File: config.mk
export PLATFORM = sky130hd
export DESIGN_NAME = tomasulo_core
export DESIGN_NICKNAME = d
export VERILOG_FILES = /design/src/tomasulo_pkg.sv /design/src/tomasulo_ifs.sv /design/src/issue_unit.sv /design/src/register_status_file.sv /design/src/reservation_station.sv /design/src/functional_unit.sv /design/src/cdb_arbiter.sv /design/src/tomasulo_core.sv
export SDC_FILE = /design/constraint.sdc
export NUM_CORES = 2
export LEC_CHECK = 0
export ABC_AREA = 1
export CORE_MARGIN = 3
export CORE_UTILIZATION = 32
export DETAILED_ROUTE_END_ITERATION = 12
export DONT_BUFFER_PORTS = 1
export MAX_ROUTING_LAYER = met4
export REMOVE_ABC_BUFFERS = 1
export SYNTH_ARGS = -nofsm -noshare
export SYNTH_HDL_FRONTEND = slang
export SYNTH_SLANG_ARGS = --single-unit
File: constraint.sdc
create_clock -name clk -period 9.25 [get_ports clk]
set_clock_uncertainty 0.1 [all_clocks]
set_input_delay 0.925 -clock clk [delete_from_list [all_inputs] [get_ports clk]]
set_output_delay 0.925 -clock clk [all_outputs]
set_load 0.01 [all_outputs]
File: src/tomasulo_pkg.sv
// tomasulo core shared definitions
// widths, opcodes, unit latencies, station depth and the common data bus type
package tomasulo_pkg;

  // datapath and register file sizes
  localparam int data_w   = 32;
  localparam int reg_w    = 3;
  localparam int num_regs = 8;
  localparam int op_w     = 3;
  localparam int instr_w  = 12;

  typedef logic [data_w-1:0] data_t;
  typedef logic [reg_w-1:0]  reg_idx_t;
  typedef logic [op_w-1:0]   opcode_t;

  // instruction layout is op, dest, src a, src b
  localparam opcode_t op_nop = 3'd0;
  localparam opcode_t op_ld  = 3'd1;
  localparam opcode_t op_st  = 3'd2;
  localparam opcode_t op_add = 3'd3;
  localparam opcode_t op_mul = 3'd4;

  // entries per reservation station
  localparam int rs_depth = 4;

  // fixed unit latencies in cycles, dispatch edge to result valid
  localparam int add_latency = 2;
  localparam int mul_latency = 4;

  typedef enum logic {
    fu_add,
    fu_mul
  } fu_kind_t;

  // one broadcast on the common data bus
  typedef struct packed {
    logic     valid;
    reg_idx_t dest;
    data_t    data;
  } cdb_t;

endpackage

File: src/tomasulo_ifs.sv
// tomasulo core internal interfaces
// issue port into a station, station to unit dispatch, unit result to the arbiter
`timescale 1ns/10ps

interface issue_if;
  import tomasulo_pkg::*;

  // one entry per cycle while valid is high
  logic     valid;
  reg_idx_t dest;
  // operand value when ready, otherwise the producing register as tag
  logic     a_ready;
  reg_idx_t a_tag;
  data_t    a_val;
  logic     b_ready;
  reg_idx_t b_tag;
  data_t    b_val;
  // no free slot
  logic     full;

  modport issuer (output valid, dest, a_ready, a_tag, a_val, b_ready, b_tag, b_val,
                  input full);
  modport station (input valid, dest, a_ready, a_tag, a_val, b_ready, b_tag, b_val,
                   output full);
endinterface

interface dispatch_if;
  import tomasulo_pkg::*;

  // transfer on valid and ready
  logic     valid;
  reg_idx_t dest;
  data_t    a;
  data_t    b;
  logic     ready;

  modport station (output valid, dest, a, b, input ready);
  modport unit (input valid, dest, a, b, output ready);
endinterface

interface result_if (input logic clk);
  import tomasulo_pkg::*;

  // held stable until grant
  logic     valid;
  reg_idx_t dest;
  data_t    data;
  logic     grant;

  modport unit (output valid, dest, data, input grant);
  modport arbiter (input clk, valid, dest, data, output grant);
endinterface

File: src/issue_unit.sv
// instruction issue logic
// four-phase req/ack port, opcode decode, WAW and full-station stall,
// routing of operands or tags to the add or multiply station
`timescale 1ns/10ps

module issue_unit (
  input  logic                             clk,
  input  logic                             rst,
  input  logic                             instr_req,
  input  logic [tomasulo_pkg::instr_w-1:0] instr,
  input  tomasulo_pkg::data_t              rd_a_val,
  input  tomasulo_pkg::data_t              rd_b_val,
  input  logic                             rd_a_busy,
  input  logic                             rd_b_busy,
  input  logic                             dest_busy,
  output logic                             instr_ack,
  output tomasulo_pkg::reg_idx_t           rd_a_addr,
  output tomasulo_pkg::reg_idx_t           rd_b_addr,
  output tomasulo_pkg::reg_idx_t           dest_addr,
  output logic                             mark_busy,
  issue_if.issuer                          add_issue,
  issue_if.issuer                          mul_issue
);
  import tomasulo_pkg::*;

  opcode_t  op;
  reg_idx_t dest;
  reg_idx_t src_a;
  reg_idx_t src_b;
  logic     is_add;
  logic     is_mul;
  logic     dest_free;
  logic     can_issue;
  logic     accept;

  // op, dest, src a, src b from msb down
  assign {op, dest, src_a, src_b} = instr;

  // register file lookups are combinational
  assign rd_a_addr = src_a;
  assign rd_b_addr = src_b;
  assign dest_addr = dest;

  always_comb begin
    is_add = (op == op_add);
    is_mul = (op == op_mul);
    // r0 is never busy, but say so explicitly
    dest_free = (dest == '0) || !dest_busy;
    if (is_add) begin
      can_issue = dest_free && !add_issue.full;
    end else if (is_mul) begin
      can_issue = dest_free && !mul_issue.full;
    end else begin
      // nop, ld, st and unknown codes are dropped on ack
      can_issue = 1'b1;
    end
  end

  // accept once per req pulse, on the edge that raises ack
  assign accept = instr_req && !instr_ack && can_issue;

  assign mark_busy = accept && (is_add || is_mul) && (dest != '0);

  // same fields to both stations, only valid selects
  assign add_issue.valid   = accept && is_add;
  assign mul_issue.valid   = accept && is_mul;
  assign add_issue.dest    = dest;
  assign mul_issue.dest    = dest;
  assign add_issue.a_ready = !rd_a_busy;
  assign mul_issue.a_ready = !rd_a_busy;
  assign add_issue.a_tag   = src_a;
  assign mul_issue.a_tag   = src_a;
  assign add_issue.a_val   = rd_a_val;
  assign mul_issue.a_val   = rd_a_val;
  assign add_issue.b_ready = !rd_b_busy;
  assign mul_issue.b_ready = !rd_b_busy;
  assign add_issue.b_tag   = src_b;
  assign mul_issue.b_tag   = src_b;
  assign add_issue.b_val   = rd_b_val;
  assign mul_issue.b_val   = rd_b_val;

  // ack holds until req is seen low
  always_ff @(posedge clk) begin
    if (rst) begin
      instr_ack <= 1'b0;
    end else if (accept) begin
      instr_ack <= 1'b1;
    end else if (instr_ack && !instr_req) begin
      instr_ack <= 1'b0;
    end
  end

  ack_needs_req: assert property (@(posedge clk) disable iff (rst)
    $rose(instr_ack) |-> $past(instr_req));

endmodule

File: src/register_status_file.sv
// register file with busy table
// eight registers, r0 fixed at zero, reset value of rN is N
// busy bit marks a register with a pending writer in flight
// issue reads bypass a same-cycle bus write; debug port reads raw state
`timescale 1ns/10ps

module register_status_file (
  input  logic                   clk,
  input  logic                   rst,
  input  tomasulo_pkg::reg_idx_t rd_a_addr,
  input  tomasulo_pkg::reg_idx_t rd_b_addr,
  input  tomasulo_pkg::reg_idx_t dest_addr,
  input  tomasulo_pkg::reg_idx_t dbg_addr,
  input  logic                   mark_busy,
  input  tomasulo_pkg::cdb_t     cdb,
  output tomasulo_pkg::data_t    rd_a_val,
  output tomasulo_pkg::data_t    rd_b_val,
  output tomasulo_pkg::data_t    dbg_data,
  output logic                   rd_a_busy,
  output logic                   rd_b_busy,
  output logic                   dest_busy,
  output logic                   dbg_busy
);
  import tomasulo_pkg::*;

  data_t               regs [num_regs];
  logic [num_regs-1:0] busy;
  logic                cdb_wr;

  // results aimed at r0 are dropped here
  assign cdb_wr = cdb.valid && (cdb.dest != '0);

  function automatic data_t read_val(input reg_idx_t addr);
    data_t val;
    if (addr == '0) begin
      val = '0;
    end else if (cdb_wr && (cdb.dest == addr)) begin
      val = cdb.data;
    end else begin
      val = regs[addr];
    end
    return val;
  endfunction

  // a register being written this cycle already counts as ready
  function automatic logic read_busy(input reg_idx_t addr);
    return busy[addr] && !(cdb_wr && (cdb.dest == addr));
  endfunction

  always_comb begin
    rd_a_val  = read_val(rd_a_addr);
    rd_b_val  = read_val(rd_b_addr);
    rd_a_busy = read_busy(rd_a_addr);
    rd_b_busy = read_busy(rd_b_addr);
    dest_busy = read_busy(dest_addr);
  end

  assign dbg_data = regs[dbg_addr];
  assign dbg_busy = busy[dbg_addr];

  always_ff @(posedge clk) begin
    if (rst) begin
      for (int r = 0; r < num_regs; r++) begin
        regs[r] <= data_t'(r);
      end
      busy <= '0;
    end else begin
      if (cdb_wr) begin
        regs[cdb.dest] <= cdb.data;
        busy[cdb.dest] <= 1'b0;
      end
      // set comes last so a reissue on the clearing edge keeps the bit
      if (mark_busy && (dest_addr != '0)) begin
        busy[dest_addr] <= 1'b1;
      end
    end
  end

  // only the single pending writer of a register may broadcast to it
  wr_only_busy: assert property (@(posedge clk) disable iff (rst)
    cdb_wr |-> busy[cdb.dest]);

endmodule

File: src/reservation_station.sv
// reservation station
// rs_depth entries waiting on operands, tagged by producing register
// snoops the common data bus for missing operands and dispatches the
// lowest-indexed ready entry to its functional unit
`timescale 1ns/10ps

module reservation_station (
  input  logic               clk,
  input  logic               rst,
  input  tomasulo_pkg::cdb_t cdb,
  issue_if.station           iss,
  dispatch_if.station        disp
);
  import tomasulo_pkg::*;

  typedef logic [$clog2(rs_depth)-1:0] slot_t;

  // entry control
  logic [rs_depth-1:0] in_use;
  logic [rs_depth-1:0] a_rdy;
  logic [rs_depth-1:0] b_rdy;
  // entry payload
  reg_idx_t            dest_q [rs_depth];
  reg_idx_t            a_tag  [rs_depth];
  reg_idx_t            b_tag  [rs_depth];
  data_t               a_val  [rs_depth];
  data_t               b_val  [rs_depth];

  logic [rs_depth-1:0] a_hit;
  logic [rs_depth-1:0] b_hit;
  logic [rs_depth-1:0] ready;
  slot_t               alloc_idx;
  slot_t               disp_idx;
  logic                disp_any;
  logic                do_alloc;
  logic                do_disp;

  // bus snoop per waiting operand
  always_comb begin
    for (int i = 0; i < rs_depth; i++) begin
      a_hit[i] = in_use[i] && !a_rdy[i] && cdb.valid && (cdb.dest == a_tag[i]);
      b_hit[i] = in_use[i] && !b_rdy[i] && cdb.valid && (cdb.dest == b_tag[i]);
    end
  end

  assign ready = in_use & a_rdy & b_rdy;

  // lowest free slot and lowest ready slot, scanned top down
  always_comb begin
    alloc_idx = '0;
    disp_idx  = '0;
    disp_any  = 1'b0;
    for (int i = rs_depth - 1; i >= 0; i--) begin
      if (!in_use[i]) begin
        alloc_idx = slot_t'(i);
      end
      if (ready[i]) begin
        disp_idx = slot_t'(i);
        disp_any = 1'b1;
      end
    end
  end

  // a slot freed this cycle is not offered until the next one
  assign iss.full = &in_use;
  assign do_alloc = iss.valid && !iss.full;

  assign disp.valid = disp_any;
  assign disp.dest  = dest_q[disp_idx];
  assign disp.a     = a_val[disp_idx];
  assign disp.b     = b_val[disp_idx];
  assign do_disp    = disp.valid && disp.ready;

  // alloc and dispatch never hit the same slot
  always_ff @(posedge clk) begin
    if (rst) begin
      in_use <= '0;
      a_rdy  <= '0;
      b_rdy  <= '0;
    end else begin
      a_rdy <= a_rdy | a_hit;
      b_rdy <= b_rdy | b_hit;
      if (do_disp) begin
        in_use[disp_idx] <= 1'b0;
      end
      if (do_alloc) begin
        in_use[alloc_idx] <= 1'b1;
        a_rdy[alloc_idx]  <= iss.a_ready;
        b_rdy[alloc_idx]  <= iss.b_ready;
      end
    end
  end

  always_ff @(posedge clk) begin
    for (int i = 0; i < rs_depth; i++) begin
      if (a_hit[i]) begin
        a_val[i] <= cdb.data;
      end
      if (b_hit[i]) begin
        b_val[i] <= cdb.data;
      end
    end
    if (do_alloc) begin
      dest_q[alloc_idx] <= iss.dest;
      a_tag[alloc_idx]  <= iss.a_tag;
      b_tag[alloc_idx]  <= iss.b_tag;
      a_val[alloc_idx]  <= iss.a_val;
      b_val[alloc_idx]  <= iss.b_val;
    end
  end

  // issue logic must see full before it offers an entry
  no_issue_when_full: assert property (@(posedge clk) disable iff (rst)
    iss.valid |-> !iss.full);

endmodule

File: src/functional_unit.sv
// fixed-latency functional unit
// one operation at a time, add or low 32 bits of a multiply
// result stays valid and stable until the bus arbiter grants it
`timescale 1ns/10ps

module functional_unit #(
  parameter tomasulo_pkg::fu_kind_t kind    = tomasulo_pkg::fu_add,
  parameter int                     latency = tomasulo_pkg::add_latency
) (
  input  logic     clk,
  input  logic     rst,
  dispatch_if.unit disp,
  result_if.unit   res
);
  import tomasulo_pkg::*;

  typedef logic [$clog2(latency + 1)-1:0] count_t;

  logic     running;
  logic     res_valid;
  count_t   count;
  logic     start;
  logic     finish;
  reg_idx_t dest_q;
  data_t    op_a;
  data_t    op_b;
  data_t    result;
  data_t    res_data;

  // busy while computing or while holding an ungranted result
  assign disp.ready = !running && !res_valid;
  assign start      = disp.valid && disp.ready;
  assign finish     = running && (count == '0);

  // product truncates to data_w in this context
  assign result = (kind == fu_add) ? op_a + op_b : op_a * op_b;

  assign res.valid = res_valid;
  assign res.dest  = dest_q;
  assign res.data  = res_data;

  always_ff @(posedge clk) begin
    if (rst) begin
      running   <= 1'b0;
      res_valid <= 1'b0;
      count     <= '0;
    end else begin
      if (start) begin
        running <= 1'b1;
        count   <= count_t'(latency - 1);
      end else if (finish) begin
        running   <= 1'b0;
        res_valid <= 1'b1;
      end else if (running) begin
        count <= count - 1'b1;
      end
      if (res_valid && res.grant) begin
        res_valid <= 1'b0;
      end
    end
  end

  always_ff @(posedge clk) begin
    if (start) begin
      dest_q <= disp.dest;
      op_a   <= disp.a;
      op_b   <= disp.b;
    end
    if (finish) begin
      res_data <= result;
    end
  end

  hold_until_grant: assert property (@(posedge clk) disable iff (rst)
    res_valid && !res.grant |=> res_valid && $stable(res_data) && $stable(dest_q));

endmodule

File: src/cdb_arbiter.sv
// common data bus arbiter
// fixed priority, add unit ahead of the multiply unit
// broadcast is combinational from the granted result
`timescale 1ns/10ps

module cdb_arbiter (
  result_if.arbiter          add_res,
  result_if.arbiter          mul_res,
  output tomasulo_pkg::cdb_t cdb
);

  assign add_res.grant = add_res.valid;
  // multiply waits behind any add result
  assign mul_res.grant = mul_res.valid && !add_res.valid;

  always_comb begin
    cdb = '0;
    if (add_res.grant) begin
      cdb.valid = 1'b1;
      cdb.dest  = add_res.dest;
      cdb.data  = add_res.data;
    end else if (mul_res.grant) begin
      cdb.valid = 1'b1;
      cdb.dest  = mul_res.dest;
      cdb.data  = mul_res.data;
    end
  end

  one_grant: assert property (@(posedge add_res.clk)
    !(add_res.grant && mul_res.grant));

endmodule

File: src/tomasulo_core.sv
// tomasulo integer core top level
// issue logic and register status file feed an add and a multiply
// reservation station; the units share the common data bus through an arbiter
`timescale 1ns/10ps

module tomasulo_core (
  input  logic                             clk,
  input  logic                             rst,
  input  logic                             instr_req,
  input  logic [tomasulo_pkg::instr_w-1:0] instr,
  input  logic [tomasulo_pkg::reg_w-1:0]   dbg_addr,
  output logic                             instr_ack,
  output logic [tomasulo_pkg::data_w-1:0]  dbg_data,
  output logic                             dbg_busy,
  output logic                             wb_valid,
  output logic [tomasulo_pkg::reg_w-1:0]   wb_dest,
  output logic [tomasulo_pkg::data_w-1:0]  wb_data
);
  import tomasulo_pkg::*;

  // issue logic to register file
  data_t    rd_a_val;
  data_t    rd_b_val;
  logic     rd_a_busy;
  logic     rd_b_busy;
  logic     dest_busy;
  reg_idx_t rd_a_addr;
  reg_idx_t rd_b_addr;
  reg_idx_t dest_addr;
  logic     mark_busy;
  cdb_t     cdb;

  issue_if    add_issue_if ();
  issue_if    mul_issue_if ();
  dispatch_if add_disp_if ();
  dispatch_if mul_disp_if ();
  result_if   add_res_if (.clk(clk));
  result_if   mul_res_if (.clk(clk));

  issue_unit issue_unit_inst (
    .clk(clk), .rst(rst),
    .instr_req(instr_req), .instr(instr), .instr_ack(instr_ack),
    .rd_a_val(rd_a_val), .rd_b_val(rd_b_val),
    .rd_a_busy(rd_a_busy), .rd_b_busy(rd_b_busy), .dest_busy(dest_busy),
    .rd_a_addr(rd_a_addr), .rd_b_addr(rd_b_addr), .dest_addr(dest_addr),
    .mark_busy(mark_busy),
    .add_issue(add_issue_if.issuer), .mul_issue(mul_issue_if.issuer)
  );

  register_status_file regfile_inst (
    .clk(clk), .rst(rst),
    .rd_a_addr(rd_a_addr), .rd_b_addr(rd_b_addr), .dest_addr(dest_addr),
    .dbg_addr(dbg_addr), .mark_busy(mark_busy), .cdb(cdb),
    .rd_a_val(rd_a_val), .rd_b_val(rd_b_val), .dbg_data(dbg_data),
    .rd_a_busy(rd_a_busy), .rd_b_busy(rd_b_busy), .dest_busy(dest_busy),
    .dbg_busy(dbg_busy)
  );

  reservation_station add_rs_inst (
    .clk(clk), .rst(rst), .cdb(cdb),
    .iss(add_issue_if.station), .disp(add_disp_if.station)
  );

  reservation_station mul_rs_inst (
    .clk(clk), .rst(rst), .cdb(cdb),
    .iss(mul_issue_if.station), .disp(mul_disp_if.station)
  );

  functional_unit #(.kind(fu_add), .latency(add_latency)) add_unit_inst (
    .clk(clk), .rst(rst), .disp(add_disp_if.unit), .res(add_res_if.unit)
  );

  functional_unit #(.kind(fu_mul), .latency(mul_latency)) mul_unit_inst (
    .clk(clk), .rst(rst), .disp(mul_disp_if.unit), .res(mul_res_if.unit)
  );

  cdb_arbiter cdb_arbiter_inst (
    .add_res(add_res_if.arbiter), .mul_res(mul_res_if.arbiter), .cdb(cdb)
  );

  // writeback seen from outside is the bus broadcast itself
  assign wb_valid = cdb.valid;
  assign wb_dest  = cdb.dest;
  assign wb_data  = cdb.data;

endmodule

==> key figures <==
Drt
  – Drt first-iter violations: 5628
  – DR vias/cell: about 5.2
  – Router iterations before antenna repair: 7
  – Routed len/inst: around 20 um
  – Total wire length: around 220000 um
  – # DRC: 0
  – Antenna Violating Nets Remaining: 0
  – Vias after detailed routing: about 57k

Synth
  – Synth warnings: 0
  – Synth Register Bits: between 1k and 1.5k
  – Number of flops mapped to enable cells by yosys: about 1.0k
  – Cells after synthesis: about 8.2k
  – Ys async rst share: 0
  – Synth top area share: 0.441
  – Distinct cells, synth: 49
  – Synthesized area: just over 70000 sq um
  – Synth top area cells: edfxtp_1, nand2_1, fa_1, inv_1, nor2_1
  – Post-synth top area cell: edfxtp_1
  – Post-synth top flop: edfxtp_1
  – Register area share after synthesis: 0.453
  – Mean Syn Cell Area: about 8.6 sq um

Worst setup path
  – Reg-to-Reg Start: mul_unit_inst.op_b[17]
  – Reg-to-Reg End: mul_unit_inst.res.data[30]
  – Cells along the critical path: nand2_1, fa_1, inv_1, fa_1, inv_1, fa_1, inv_1, fa_1, inv_1, fa_1, fa_1, inv_1, fa_1, fa_1, ha_1, inv_1, nor3_1, inv_1, nor2_1, inv_1, o2111a_1, nand2_1, xor2_1
  – Reg2Reg Setup Slack: approximately 1.9 ns
  – Worst EP required: 9.62 ns
  – CP max stage delay: 1.01 ns
  – Crit start category: flip-flop
  – FF-to-FF path depth: 23
  – CP Max Fanout: 16
  – CP Class: flip-flop to flip-flop
  – Slowest stage cell, crit path: edfxtp_1
  – Crit path from: mul_unit_inst.op_b[17]
  – Worst EP arrival: about 7.7 ns
  – CP endpoint kind: flip-flop

Floorplanning
  – Row cnt: 171
  – Die height: 476 um
  – Horiz. Die Dim: 476 um
  – Core area: ~220000 sq um
  – Initial core utilization: 0.324
  – I/O pins: 88
  – Die Area: about 230000 sq um

CTS
  – Setup repair bufs after CTS: 0
  – H-tree depth: 3
  – Clock transition at path regs: 0.06 ns
  – Clk_lat worst skew: roughly 0.73 ns
  – CTS root buf: clkbuf_16
  – Deepest clock path buffer count: 3
  – CTS tree: yes
  – Post-CTS sizing: 0
  – Hold_buf cts: 0
  – Clock buffer count from CTS: 114
  – Sink Count: between 1k and 1.5k

Hold path
  – Worst hold path type: input pin to flip-flop
  – Hold Path Sink: add_rs_inst.dest_q[2][0]
  – Worst hold path cell count: 0
  – Min-delay src: instr[6]

Flow run
  – Max Cap Viol: 0

Place
  – PortBufs: 0
  – Post-DP HPWL: approximately 150000 um
  – RD Place Congestion: about 0.9
  – Placed instance area: 73600 sq um

STA
  – Final setup violation count: 0
  – Final Cycle Share: 0.797
  – Final Max Slew Viols: 0
  – Worst relative slew slack: 0.157
  – Hold Fails Final Rpt: 0
  – Fmax: approximately 140 MHz
  – Worst-margin pin slew: approximately 1.3 ns
  – RSZ-0062 raised after global routing: no
  – Post-layout minimum cycle time: 7.37 ns

Power
  – PD cells: ~130 nW/um^2
  – Overall Power: 10.3 mW
  – Max IR drop VDD: 0.151 mV
  – Leakage power: 34.3 nW

Status
  – Outcome: completed

Global route
  – First-pass GRT wire length: 344000 um
  – Initial antenna violation count: 3
  – Largest net degree at the start of global routing: just under 200
  – GRT Resource Usage Total: 0.202
  – Remaining Overflow, GRT: 0
  – Vias in the first global route: approximately 57k

Final layout
  – Commonest non-fill, non-tap cell in the layout: nand2_1
  – Antenna diodes: 0
  – Register area: about 32000 sq um
  – Multi-input combinational cell area: roughly 33000 sq um
  – Layout area overhead: 9.15%
  – Fin nets: approximately 8.6k
  – Final non-filler cell area: 77200 sq um
  – Share of layout cells above drive strength 1: 0.0557
  – Commonest cells after routing, fill and taps aside: nand2_1, inv_1, edfxtp_1, nor2_1, nand3_1
  – Filler cells: 22.0k
[cells in the mapped netlist, types with 42 or more instances]
library cell,instances
a21oi_1,382
buf_1,53
buf_2,51
clkbuf_1,354
dfxtp_1,42
edfxtp_1,1038
fa_1,409
ha_1,157
inv_1,1083
nand2_1,2629
nand3_1,411
nand4_1,150
nor2_1,588
nor3_2,47
o211ai_1,59
o21ai_0,377
o22ai_1,65
xor2_1,64
[final cells by class]
| class | count | area share |
|---|---|---|
| repair buffers | 136 | 0.0132 |
| clock buffers | 152 | 0.0403 |
| well taps | 2941 | 0.0477 |
| flip-flops and latches | 1080 | 0.415 |
| multi-input cells | 5557 | 0.425 |
| clock inverters | 54 | 0.00543 |
| inverters | 1102 | 0.0537 |
[power breakdown]
group | leakage, nW | internal, mW | total (mW) | switching (mW)
Combinational | 22.5 | 0.120 | 0.512 | 0.392
Sequential | 10.1 | 5.36 | 5.39 | 0.0263
Clock | 1.72 | 2.50 | 4.44 | 1.94
Total | 34.3 | 7.99 | 10.3 | 2.35
[critical path: cells and delay by family (launching register included)]
family / cells / cell delay [ns]
compound gates: 1 / 0.24
fa+ha+maj: 9 / 4.50
flops: 1 / 1.01
xor+xnor: 1 / 0.07
simple gates: 4 / 0.69
buf+inv: 8 / 0.50
[worst max path at each step]
stage | end | cells past startpoint | slack [ns]
after global routing | mul_unit_inst.res.data[30] | 23 | 1.50
after floorplan | add_rs_inst.in_use[1] | 8 | -0.66
after CTS | mul_unit_inst.res.data[30] | 23 | 1.89
after detailed placement | mul_unit_inst.res.data[30] | 23 | 1.92
after global placement | mul_unit_inst.res.data[31] | 24 | 2.00
final | mul_unit_inst.res.data[30] | 23 | 1.88
[registers in the layout (all words and copies together), names as in the netlist, 128 cells and up]
| signal | cells |
|---|---|
| regfile_inst.regs | 256 |
| add_rs_inst.a_val | 128 |
| add_rs_inst.b_val | 128 |
| mul_rs_inst.a_val | 128 |
| mul_rs_inst.b_val | 128 |
[per-stage QoR]
step,util,hold slack [ns],cells,setup slack [ns],TNS (ns)
floorplan,-,0.340,7739,-0.658,-79.03
global placement,0.337,0.356,10800,2.00,0
detailed placement,0.337,0.368,10800,1.92,0
CTS,0.353,0.142,11000,1.89,0
global route,0.353,0.169,11000,1.50,0
finish,0.353,0.197,11000,1.88,0
[kinds of logic (layout without fill, tap and decap cells)]
family,after synthesis,in the layout,share of synthesized area
and+or+nand+nor,3896,3896,0.227
buffers and inverters,1608,1444,0.0901
DFF,1080,1080,0.453
AOI/OAI and AO/OA,966,966,0.0749
adders and majority gates,566,566,0.144
xor gates and xnor gates,97,97,0.0120
other,1,32,0.0000530
[metal layers]
metal | wire (um) | GRT usage | share of wire
met2 | 106000 | 0.328 | 0.47
met3 | 20700 | 0.0267 | 0.092
met1 | 91700 | 0.264 | 0.41
met5 | 0 | - | 0
met4 | 6380 | 0.0633 | 0.028
No activity file was read; power rests on OpenSTA's default activity.
